File: src/logic/uart_line_pkg.sv
////////////////////////////////////////
// Serial line format of the UART
// Data byte type, parity and stop-bit options and the FSM state
// encodings of the transmit and receive paths
// Imported inside the module bodies that need it
////////////////////////////////////////
`default_nettype none

package uart_line_pkg;

    // One data byte, always sent LSB first
    typedef logic [7:0] byte_t;

    typedef enum logic [1:0]
    {
        PARITY_NONE = 2'd0,
        PARITY_EVEN = 2'd1,   // Ones in data plus parity even
        PARITY_ODD  = 2'd2    // Ones in data plus parity odd
    } parity_mode_t;

    typedef enum logic
    {
        STOP_ONE = 1'b0,
        STOP_TWO = 1'b1
    } stop_bits_t;

    ////////////////////////////////////////
    // FSM states
    ////////////////////////////////////////

    typedef enum logic [2:0]
    {
        TX_IDLE   = 3'd0,
        TX_START  = 3'd1,
        TX_DATA   = 3'd2,
        TX_PARITY = 3'd3,
        TX_STOP   = 3'd4
    } tx_state_t;

    typedef enum logic [2:0]
    {
        RX_IDLE   = 3'd0,
        RX_START  = 3'd1,   // Waiting to confirm start at mid-bit
        RX_DATA   = 3'd2,
        RX_PARITY = 3'd3,
        RX_STOP   = 3'd4    // Only the first stop bit is checked
    } rx_state_t;

endpackage

`default_nettype wire

File: src/logic/uart_host_pkg.sv
////////////////////////////////////////
// Host side types of the UART
// Receive event strobes and receive FIFO status
// FIFO_DEPTH_MAX bounds the depth the status count can show
////////////////////////////////////////
`default_nettype none

package uart_host_pkg;

    localparam int FIFO_DEPTH_MAX = 64;
    localparam int FIFO_COUNT_W   = $clog2(FIFO_DEPTH_MAX + 1);

    // Each field is a one-cycle strobe
    typedef struct packed
    {
        logic parity_err;
        logic frame_err;
        logic overrun;   // Good byte dropped, FIFO full
    } rx_event_t;

    typedef struct packed
    {
        logic                    empty;
        logic                    full;
        logic [FIFO_COUNT_W-1:0] count;   // Bytes held
    } fifo_status_t;

endpackage

`default_nettype wire

File: src/logic/uart_bit_timer.sv
////////////////////////////////////////
// Bit period counter shared by both paths
// A restart strobe zeroes the count, after which bit_end pulses
// every CLKS_PER_BIT cycles and mid_bit at the half-way count
////////////////////////////////////////
`timescale 1ns/1ps
`default_nettype none

module uart_bit_timer #(
    parameter int CLKS_PER_BIT = 434
)
(
    input  logic clk,
    input  logic rst,
    input  logic restart,
    output logic mid_bit,
    output logic bit_end
);

    localparam int CNT_W = (CLKS_PER_BIT > 2) ? $clog2(CLKS_PER_BIT) : 1;
    localparam logic [CNT_W-1:0] LAST = CNT_W'(CLKS_PER_BIT - 1);
    localparam logic [CNT_W-1:0] HALF = CNT_W'(CLKS_PER_BIT / 2 - 1);

    logic [CNT_W-1:0] cnt;

    always_ff @(posedge clk)
    begin
        if (rst)
            cnt <= '0;
        else if (restart || (cnt == LAST))
            cnt <= '0;   // Wraps every bit period
        else
            cnt <= cnt + 1'b1;
    end

    assign mid_bit = (cnt == HALF);
    assign bit_end = (cnt == LAST);

    a_strobes_apart: assert property (@(posedge clk) disable iff (rst)
        !(mid_bit && bit_end));

endmodule

`default_nettype wire

File: src/logic/uart_tx.sv
////////////////////////////////////////
// UART transmit path
// A tx_start strobe while idle latches the byte; the start bit
// goes out on the next cycle, then 8 data bits LSB first, the
// optional parity bit and one or two stop bits
// Strobes while busy are ignored
////////////////////////////////////////
`timescale 1ns/1ps
`default_nettype none

module uart_tx #(
    parameter int                          CLKS_PER_BIT = 434,
    parameter uart_line_pkg::parity_mode_t PARITY       = uart_line_pkg::PARITY_EVEN,
    parameter uart_line_pkg::stop_bits_t   STOP_BITS    = uart_line_pkg::STOP_ONE
)
(
    input  logic                 clk,
    input  logic                 rst,
    input  logic                 tx_start,
    input  uart_line_pkg::byte_t tx_data,
    output logic                 tx_busy,
    output logic                 tx
);

    import uart_line_pkg::*;

    tx_state_t  state;
    byte_t      shreg;     // Remaining data bits
    logic       par_bit;
    logic [2:0] bit_cnt;   // Data bit index, reused for stop bits
    logic       accept;
    logic       bit_end;

    assign accept  = tx_start && (state == TX_IDLE);
    assign tx_busy = (state != TX_IDLE);

    uart_bit_timer #(.CLKS_PER_BIT(CLKS_PER_BIT)) timer
    (
        .clk     (clk),
        .rst     (rst),
        .restart (accept),
        .mid_bit (),
        .bit_end (bit_end)
    );

    // Byte and parity latched once per frame
    always_ff @(posedge clk)
    begin
        if (accept)
        begin
            shreg   <= tx_data;
            par_bit <= (^tx_data) ^ (PARITY == PARITY_ODD);
        end
        else if (bit_end && ((state == TX_START) || (state == TX_DATA)))
            shreg <= shreg >> 1;
    end

    ////////////////////////////////////////
    // Frame FSM, steps on bit_end
    ////////////////////////////////////////

    always_ff @(posedge clk)
    begin
        if (rst)
        begin
            state   <= TX_IDLE;
            tx      <= 1'b1;
            bit_cnt <= '0;
        end
        else
        begin
            case (state)
                TX_IDLE:
                begin
                    if (tx_start)
                    begin
                        state <= TX_START;
                        tx    <= 1'b0;   // Start bit
                    end
                end
                TX_START:
                begin
                    if (bit_end)
                    begin
                        state   <= TX_DATA;
                        tx      <= shreg[0];
                        bit_cnt <= '0;
                    end
                end
                TX_DATA:
                begin
                    if (bit_end)
                    begin
                        if (bit_cnt == 3'd7)
                        begin
                            bit_cnt <= '0;
                            if (PARITY != PARITY_NONE)
                            begin
                                state <= TX_PARITY;
                                tx    <= par_bit;
                            end
                            else
                            begin
                                state <= TX_STOP;
                                tx    <= 1'b1;
                            end
                        end
                        else
                        begin
                            bit_cnt <= bit_cnt + 1'b1;
                            tx      <= shreg[0];
                        end
                    end
                end
                TX_PARITY:
                begin
                    if (bit_end)
                    begin
                        state <= TX_STOP;
                        tx    <= 1'b1;
                    end
                end
                TX_STOP:
                begin
                    if (bit_end)
                    begin
                        if ((STOP_BITS == STOP_TWO) && (bit_cnt == 3'd0))
                            bit_cnt <= 3'd1;   // Second stop bit
                        else
                            state <= TX_IDLE;
                    end
                end
                default:
                begin
                    state <= TX_IDLE;
                    tx    <= 1'b1;
                end
            endcase
        end
    end

    a_idle_mark: assert property (@(posedge clk) disable iff (rst)
        (state == TX_IDLE) |-> tx);

endmodule

`default_nettype wire

File: src/logic/uart_rx.sv
////////////////////////////////////////
// UART receive path
// Synchronizes rx, finds the start edge and samples every bit
// at mid-bit; a good byte leaves as a push strobe with its data,
// a bad one as a parity_err or frame_err strobe
////////////////////////////////////////
`timescale 1ns/1ps
`default_nettype none

module uart_rx #(
    parameter int                          CLKS_PER_BIT = 434,
    parameter uart_line_pkg::parity_mode_t PARITY       = uart_line_pkg::PARITY_EVEN
)
(
    input  logic                 clk,
    input  logic                 rst,
    input  logic                 rx,
    output logic                 push,
    output uart_line_pkg::byte_t push_data,
    output logic                 parity_err,
    output logic                 frame_err
);

    import uart_line_pkg::*;

    rx_state_t  state;
    logic       rx_meta;
    logic       rx_sync;
    logic       rx_prev;
    byte_t      shreg;
    logic [2:0] bit_cnt;
    logic       par_bad;      // Held until the stop bit
    logic       start_edge;
    logic       mid_bit;
    logic       stop_check;

    // Two-flop synchronizer plus edge history, idle line is high
    always_ff @(posedge clk)
    begin
        if (rst)
        begin
            rx_meta <= 1'b1;
            rx_sync <= 1'b1;
            rx_prev <= 1'b1;
        end
        else
        begin
            rx_meta <= rx;
            rx_sync <= rx_meta;
            rx_prev <= rx_sync;
        end
    end

    assign start_edge = (state == RX_IDLE) && rx_prev && !rx_sync;

    uart_bit_timer #(.CLKS_PER_BIT(CLKS_PER_BIT)) timer
    (
        .clk     (clk),
        .rst     (rst),
        .restart (start_edge),
        .mid_bit (mid_bit),
        .bit_end ()
    );

    // LSB arrives first, so shift in from the top
    always_ff @(posedge clk)
    begin
        if ((state == RX_DATA) && mid_bit)
            shreg <= {rx_sync, shreg[7:1]};
    end

    ////////////////////////////////////////
    // Frame FSM, steps on mid_bit
    ////////////////////////////////////////

    always_ff @(posedge clk)
    begin
        if (rst)
        begin
            state   <= RX_IDLE;
            bit_cnt <= '0;
            par_bad <= 1'b0;
        end
        else
        begin
            case (state)
                RX_IDLE:
                begin
                    if (start_edge)
                    begin
                        state   <= RX_START;
                        par_bad <= 1'b0;
                    end
                end
                RX_START:
                begin
                    if (mid_bit)
                    begin
                        bit_cnt <= '0;
                        if (!rx_sync)
                            state <= RX_DATA;
                        else
                            state <= RX_IDLE;   // Glitch, not a start bit
                    end
                end
                RX_DATA:
                begin
                    if (mid_bit)
                    begin
                        if (bit_cnt == 3'd7)
                        begin
                            if (PARITY != PARITY_NONE)
                                state <= RX_PARITY;
                            else
                                state <= RX_STOP;
                        end
                        else
                            bit_cnt <= bit_cnt + 1'b1;
                    end
                end
                RX_PARITY:
                begin
                    if (mid_bit)
                    begin
                        par_bad <= rx_sync != ((^shreg) ^ (PARITY == PARITY_ODD));
                        state   <= RX_STOP;
                    end
                end
                RX_STOP:
                begin
                    if (mid_bit)
                        state <= RX_IDLE;   // Rest of the stop bit is idle line
                end
                default:
                    state <= RX_IDLE;
            endcase
        end
    end

    // Verdict at the middle of the first stop bit
    assign stop_check = (state == RX_STOP) && mid_bit;
    assign frame_err  = stop_check && !rx_sync;
    assign parity_err = stop_check && par_bad;
    assign push       = stop_check && rx_sync && !par_bad;
    assign push_data  = shreg;

    a_push_clean: assert property (@(posedge clk) disable iff (rst)
        push |-> !(parity_err || frame_err));

endmodule

`default_nettype wire

File: src/logic/uart_rx_fifo.sv
////////////////////////////////////////
// Receive FIFO, first word fall-through
// head shows the oldest byte while status.empty is low; pop
// removes it; a push while full is dropped and strobes overrun
////////////////////////////////////////
`timescale 1ns/1ps
`default_nettype none

module uart_rx_fifo #(
    parameter int FIFO_DEPTH = 16   // Power of two
)
(
    input  logic                        clk,
    input  logic                        rst,
    input  logic                        push,
    input  uart_line_pkg::byte_t        push_data,
    input  logic                        pop,
    output uart_line_pkg::byte_t        head,
    output uart_host_pkg::fifo_status_t status,
    output logic                        overrun
);

    import uart_line_pkg::*;
    import uart_host_pkg::*;

    localparam int AW = $clog2(FIFO_DEPTH);
    localparam logic [FIFO_COUNT_W-1:0] DEPTH = FIFO_COUNT_W'(FIFO_DEPTH);

    if (FIFO_DEPTH > FIFO_DEPTH_MAX)
    begin : g_depth_check
        $error("FIFO_DEPTH above FIFO_DEPTH_MAX");
    end

    byte_t                   mem [FIFO_DEPTH];
    logic [AW-1:0]           wr_ptr;
    logic [AW-1:0]           rd_ptr;
    logic [FIFO_COUNT_W-1:0] count;
    logic                    empty;
    logic                    full;
    logic                    do_push;
    logic                    do_pop;

    assign empty   = (count == '0);
    assign full    = (count == DEPTH);
    assign do_pop  = pop && !empty;
    assign do_push = push && (!full || do_pop);   // Pop frees the slot
    assign overrun = push && !do_push;

    always_ff @(posedge clk)
    begin
        if (do_push)
            mem[wr_ptr] <= push_data;
    end

    always_ff @(posedge clk)
    begin
        if (rst)
        begin
            wr_ptr <= '0;
            rd_ptr <= '0;
            count  <= '0;
        end
        else
        begin
            if (do_push)
                wr_ptr <= wr_ptr + 1'b1;   // Wraps at the power of two
            if (do_pop)
                rd_ptr <= rd_ptr + 1'b1;
            if (do_push && !do_pop)
                count <= count + 1'b1;
            else if (do_pop && !do_push)
                count <= count - 1'b1;
        end
    end

    assign head   = mem[rd_ptr];
    assign status = '{empty: empty, full: full, count: count};

    a_count_bound: assert property (@(posedge clk) disable iff (rst)
        count <= DEPTH);

endmodule

`default_nettype wire

File: src/logic/uart_rs232_top.sv
////////////////////////////////////////
// RS-232 UART top level
// Host side uses single-cycle strobes: tx_start, rx_read and the
// rx_event fields; rx_data shows the receive FIFO head
// cts follows rts and FIFO room when FLOW_CONTROL is set
////////////////////////////////////////
`timescale 1ns/1ps
`default_nettype none

module uart_rs232_top #(
    parameter int                          CLKS_PER_BIT = 434,
    parameter uart_line_pkg::parity_mode_t PARITY       = uart_line_pkg::PARITY_EVEN,
    parameter uart_line_pkg::stop_bits_t   STOP_BITS    = uart_line_pkg::STOP_ONE,
    parameter int                          FIFO_DEPTH   = 16,
    parameter bit                          FLOW_CONTROL = 1'b0
)
(
    input  logic                        clk,
    input  logic                        rst,
    // Host transmit side
    input  logic                        tx_start,
    input  uart_line_pkg::byte_t        tx_data,
    output logic                        tx_busy,
    // Host receive side
    input  logic                        rx_read,
    output uart_line_pkg::byte_t        rx_data,
    output uart_host_pkg::fifo_status_t rx_status,
    output uart_host_pkg::rx_event_t    rx_event,
    // Line side
    output logic                        tx,
    input  logic                        rx,
    input  logic                        rts,
    output logic                        cts
);

    import uart_line_pkg::*;

    logic  push;
    byte_t push_data;
    logic  parity_err;
    logic  frame_err;
    logic  overrun;

    uart_tx #(
        .CLKS_PER_BIT (CLKS_PER_BIT),
        .PARITY       (PARITY),
        .STOP_BITS    (STOP_BITS)
    ) u_tx
    (
        .clk      (clk),
        .rst      (rst),
        .tx_start (tx_start),
        .tx_data  (tx_data),
        .tx_busy  (tx_busy),
        .tx       (tx)
    );

    uart_rx #(
        .CLKS_PER_BIT (CLKS_PER_BIT),
        .PARITY       (PARITY)
    ) u_rx
    (
        .clk        (clk),
        .rst        (rst),
        .rx         (rx),
        .push       (push),
        .push_data  (push_data),
        .parity_err (parity_err),
        .frame_err  (frame_err)
    );

    uart_rx_fifo #(.FIFO_DEPTH(FIFO_DEPTH)) u_fifo
    (
        .clk       (clk),
        .rst       (rst),
        .push      (push),
        .push_data (push_data),
        .pop       (rx_read),
        .head      (rx_data),
        .status    (rx_status),
        .overrun   (overrun)
    );

    assign rx_event = '{parity_err: parity_err, frame_err: frame_err, overrun: overrun};

    // Registered, one cycle behind rts and FIFO full
    always_ff @(posedge clk)
    begin
        if (rst)
            cts <= 1'b0;
        else if (FLOW_CONTROL)
            cts <= rts && !rx_status.full;
        else
            cts <= 1'b1;
    end

endmodule

`default_nettype wire

File: config.mk
export PLATFORM = sky130hd
export DESIGN_NAME = uart_rs232_top
export DESIGN_NICKNAME = d
export VERILOG_FILES = /design/src/logic/uart_line_pkg.sv /design/src/logic/uart_host_pkg.sv /design/src/logic/uart_bit_timer.sv /design/src/logic/uart_tx.sv /design/src/logic/uart_rx.sv /design/src/logic/uart_rx_fifo.sv /design/src/logic/uart_rs232_top.sv
export SDC_FILE = /design/constraint.sdc
export NUM_CORES = 1
export LEC_CHECK = 0
export ABC_AREA = 1
export BUFFER_PORTS_ARGS = -buffer_cell sky130_fd_sc_hd__buf_4
export CAP_MARGIN = 5
export CORE_AREA = 5 5 203 205
export CTS_BUF_LIST = sky130_fd_sc_hd__clkbuf_4 sky130_fd_sc_hd__clkbuf_8
export CTS_CLUSTER_SIZE = 12
export DETAILED_ROUTE_END_ITERATION = 10
export DIE_AREA = 0 0 208 210
export GPL_ROUTABILITY_DRIVEN = 0
export PLACE_DENSITY_LB_ADDON = 0.2
export SETUP_SLACK_MARGIN = 0.5
export SYNTH_ARGS = -nofsm -noshare
export SYNTH_HDL_FRONTEND = slang
export SYNTH_SLANG_ARGS = --single-unit
File: constraint.sdc
create_clock -name clk -period 3.7 [get_ports clk]
set_clock_uncertainty 0.15 [all_clocks]
set_input_delay 0.185 -clock clk [delete_from_list [all_inputs] [get_ports clk]]
set_output_delay 0.185 -clock clk [all_outputs]
set_load 0.01 [all_outputs]
==> reports/results.ini <==
[status]
status = finished clean

[route]
vias_per_cell = 4.082
drt_iter0_markers = 312
dr.pass1.iters = 5
wl_um = 20990
post_drt_wl_per_cell_um = 14.26
vias = 6009
drcViolationCount = 0
antenna_left = 0

[floorplanning]
die-area_um2 = 43680
fp-row-count = 73
ioPinCount = 37
dieHeight_um = 210
chipWidth_um = 208
start_util_pct = 22.52
placeableCoreArea_um2 = 39280

[place]
numPortBuffers = 35
pre_cts_ws_ns = 0.5435
placed_cells = 1429
dpl.hpwl_um = 13270

[critical_path]
cpLargestDelayFamily = buffers and inverters
critPathMaxStageDelay_ns = 0.58
cp_num_cells = 9
worst_r2r_path_depth = 18
end_kind = output pin
path_cells = inv_2 > buf_4 > nor2_1 > nor2_1 > o21ai_0 > o211ai_1 > o211ai_1 > nand2_1 > buf_4
timing.rr.end = u_fifo.count[3]
critical_path_class = flop to output pin
critPathBufInv = 3
cp_max_fo = 41
cpMaxStageDelayCell = inv_2
crit_end = rx_data[1]
critPathRequiredTime_ns = 3.37
worstReg2RegStart = u_rx.timer.cnt[0]
rrSetupSlack_ns = 0.81
start_kind = flop
cp_data_arrival_time_ns = 2.56

[sta]
hold_ws_ns = 0.04592
max_freq_mhz = 345.2
fin_ws_ns = 0.8033
fin_crit_ns = 2.897
maxSlewHeadroom_pct = 36.87
worst_slew_pin_slew_ns = 0.9469
finalSetupTns_ns = 0
grt_setup_unrepaired = false
setup_violations = 0
slew_violations = 0
hold_viol = 0
period_share_pct = 78.29

[final_layout]
area_growth_pct = 15.25
layout.cells.non_filler = 1472
final_common_cell = nor2_1
nets = 969
antenna_cells = 0
final_cell_mix = nor2_1 (168), edfxtp_1 (145), nand2_1 (136), o21ai_0 (83), inv_1 (72)
drive_gt1_share_pct = 10.88

[power_and_ir_drop]
power_frac_comb_pct = 25.8
switching_share_pct = 34.74
finalPower_uw = 5430
p_per_area_nw_per_um2 = 532.7
p_sw_uw = 1887
power_leakage_uw = 0.003733
peakVddDrop_mv = 0.3046
intPower_uw = 3544
clock_power_share_pct = 25.3
pwr-share-seq_pct = 48.8

[cts]
clk_transition_reported_paths_ns = 0.12
cts_inserted_buffers = 17
cts-htree-levels = 4
cts_tree = built
root_buffer = clkbuf_8
insertion_delay_ns = 0.47
clock_sinks = 200
clockBufferDepth = 2

[yosys]
ys_ff_latch = 200
netlist_instances = 889
syn_avg_cell_area_um2 = 9.949
synth_area_um2 = 8845
ys_seq_area_share_pct = 61.68
synth-edff-count = 145
yosys_warnings = 0
synth-async-reset-ratio_pct = 0
synth_ff_type = edfxtp_1
synth_cell_type_count = 35
syn-num-nets = 924

[grt]
track_usage_pct = 9.631
grt_pass1_wl_um = 33110
grt-ovfl-total = 0
antenna_found_initial = 0
grt_pass1_vias = 5720
grt_max_degree = 66

[min_path]
hold_class = primary input to flop

[run]
maxCapViolCount = 0

cell type report:
type                            instances  area (µm²)
Timing Repair Buffer                   59       467.9
Clock buffer                           18       241.5
Clock inverter                         14       128.9
Tap cell                              525       656.9
Fill cell                            4159       29080
Inverter                               78       292.8
Sequential cell                       200        5458
Multi-Input combinational cell        578        2948
timing repair:
action	4_1_cts	5_1_grt
hold endpoints to repair	22	0
hold buffers	10	0
setup endpoints to repair	0	4
gates resized for setup	0	1
buffers inserted	0	1
per-layer routing:
layer  share of wire (%)  vias to the layer above  global-route usage (%)
met1                  49                     2812                   13.25
met3                 3.1                       13                   2.084
met2                  47                       87                   15.61
met4                 1.0                        0                   2.378
li1                    -                     3097                       -
met5                   0                        -                       0
how the worst min path moves through the flow:
stage | end | slack, ns | depth (start not counted) | startpoint
2_1_floorplan | u_rx.rx_meta | 0.14 | 1 | rx
3_3_place_gp | u_rx.rx_meta | 0.24 | 2 | rx
3_5_place_dp | u_rx.rx_meta | 0.23 | 2 | rx
4_1_cts | u_tx.tx | 0.007 | 6 | tx_start
5_1_grt | u_tx.tx | 0.05 | 6 | tx_start
6_report | u_tx.tx | 0.05 | 6 | tx_start
tightest hold or removal path, stage by stage:
cell,delay [ns]
buf_4,0.11
nor2_1,0.09
a21oi_1,0.06
nand2_1,0.07
a21oi_1,0.06
nand2_1,0.06
power groups by stage:
stage | Sequential (µW) | Clock, µW | Combinational [µW]
2_1_floorplan | 2650 | 0 | 1010
3_3_place_gp | 2710 | 0 | 1420
3_5_place_dp | 2710 | 0 | 1420
4_1_cts | 2660 | 1440 | 1440
5_1_grt | 2680 | 1530 | 1630
6_report | 2650 | 1380 | 1400
Yosys cell counts, types with 2 or more instances:
cell      count  area, µm²
a21oi_1      31      155.2
buf_1         3      11.26
buf_2         7      35.03
buf_4         5      37.54
clkbuf_1     18      67.56
clkinv_1      2      7.510
dfxtp_1      55       1101
edfxtp_1    145       4354
ha_1         20      250.2
inv_1        72      270.3
inv_2         4      15.01
nand2_1     136      510.5
nand2_4       3      33.78
nand3_1      44      220.2
nand4_1       7      43.79
nor2_1      168      630.6
nor2_4        4      45.04
nor3_1        8      40.04
o211ai_1     33      247.7
o21ai_0      83      415.4
o21ai_1       3      15.01
or2_2         4      25.02
xnor2_1      14      122.6
xor2_1        9      78.83
stage by stage:
| stage | instance area (µm²) | util (%) |
|---|---|---|
| after global routing | 10190 | 25.95 |
| after detailed placement | 9713 | 24.73 |
| after floorplan | 8845 | - |
| final | 10190 | 25.95 |
| after global placement | 9713 | 24.73 |
| after CTS | 10180 | 25.93 |
cell families after synthesis:
kind of cell,Yosys count,synth area share (%)
buffers and inverters,111,5.022
DFF,200,61.68
AOI/OAI and AO/OA,155,9.945
xor gates and xnor gates,23,2.278
and+or+nand+nor,379,18.02
adders and majority gates,21,3.056
state kept, by name, indices dropped and copies added (netlist names), 3 cells and up, named ones only:
register and cells:
u_tx.bit_cnt 3, u_tx.timer.cnt 9, u_fifo.wr_ptr 4, u_tx.state 3
u_fifo.count 7, u_rx.state 3, u_tx.shreg 8, u_rx.timer.cnt 9
u_rx.push_data 8, u_fifo.rd_ptr 4, u_fifo.mem 128, u_rx.bit_cnt 3
Note: power is estimated with default switching activity, not from simulation.
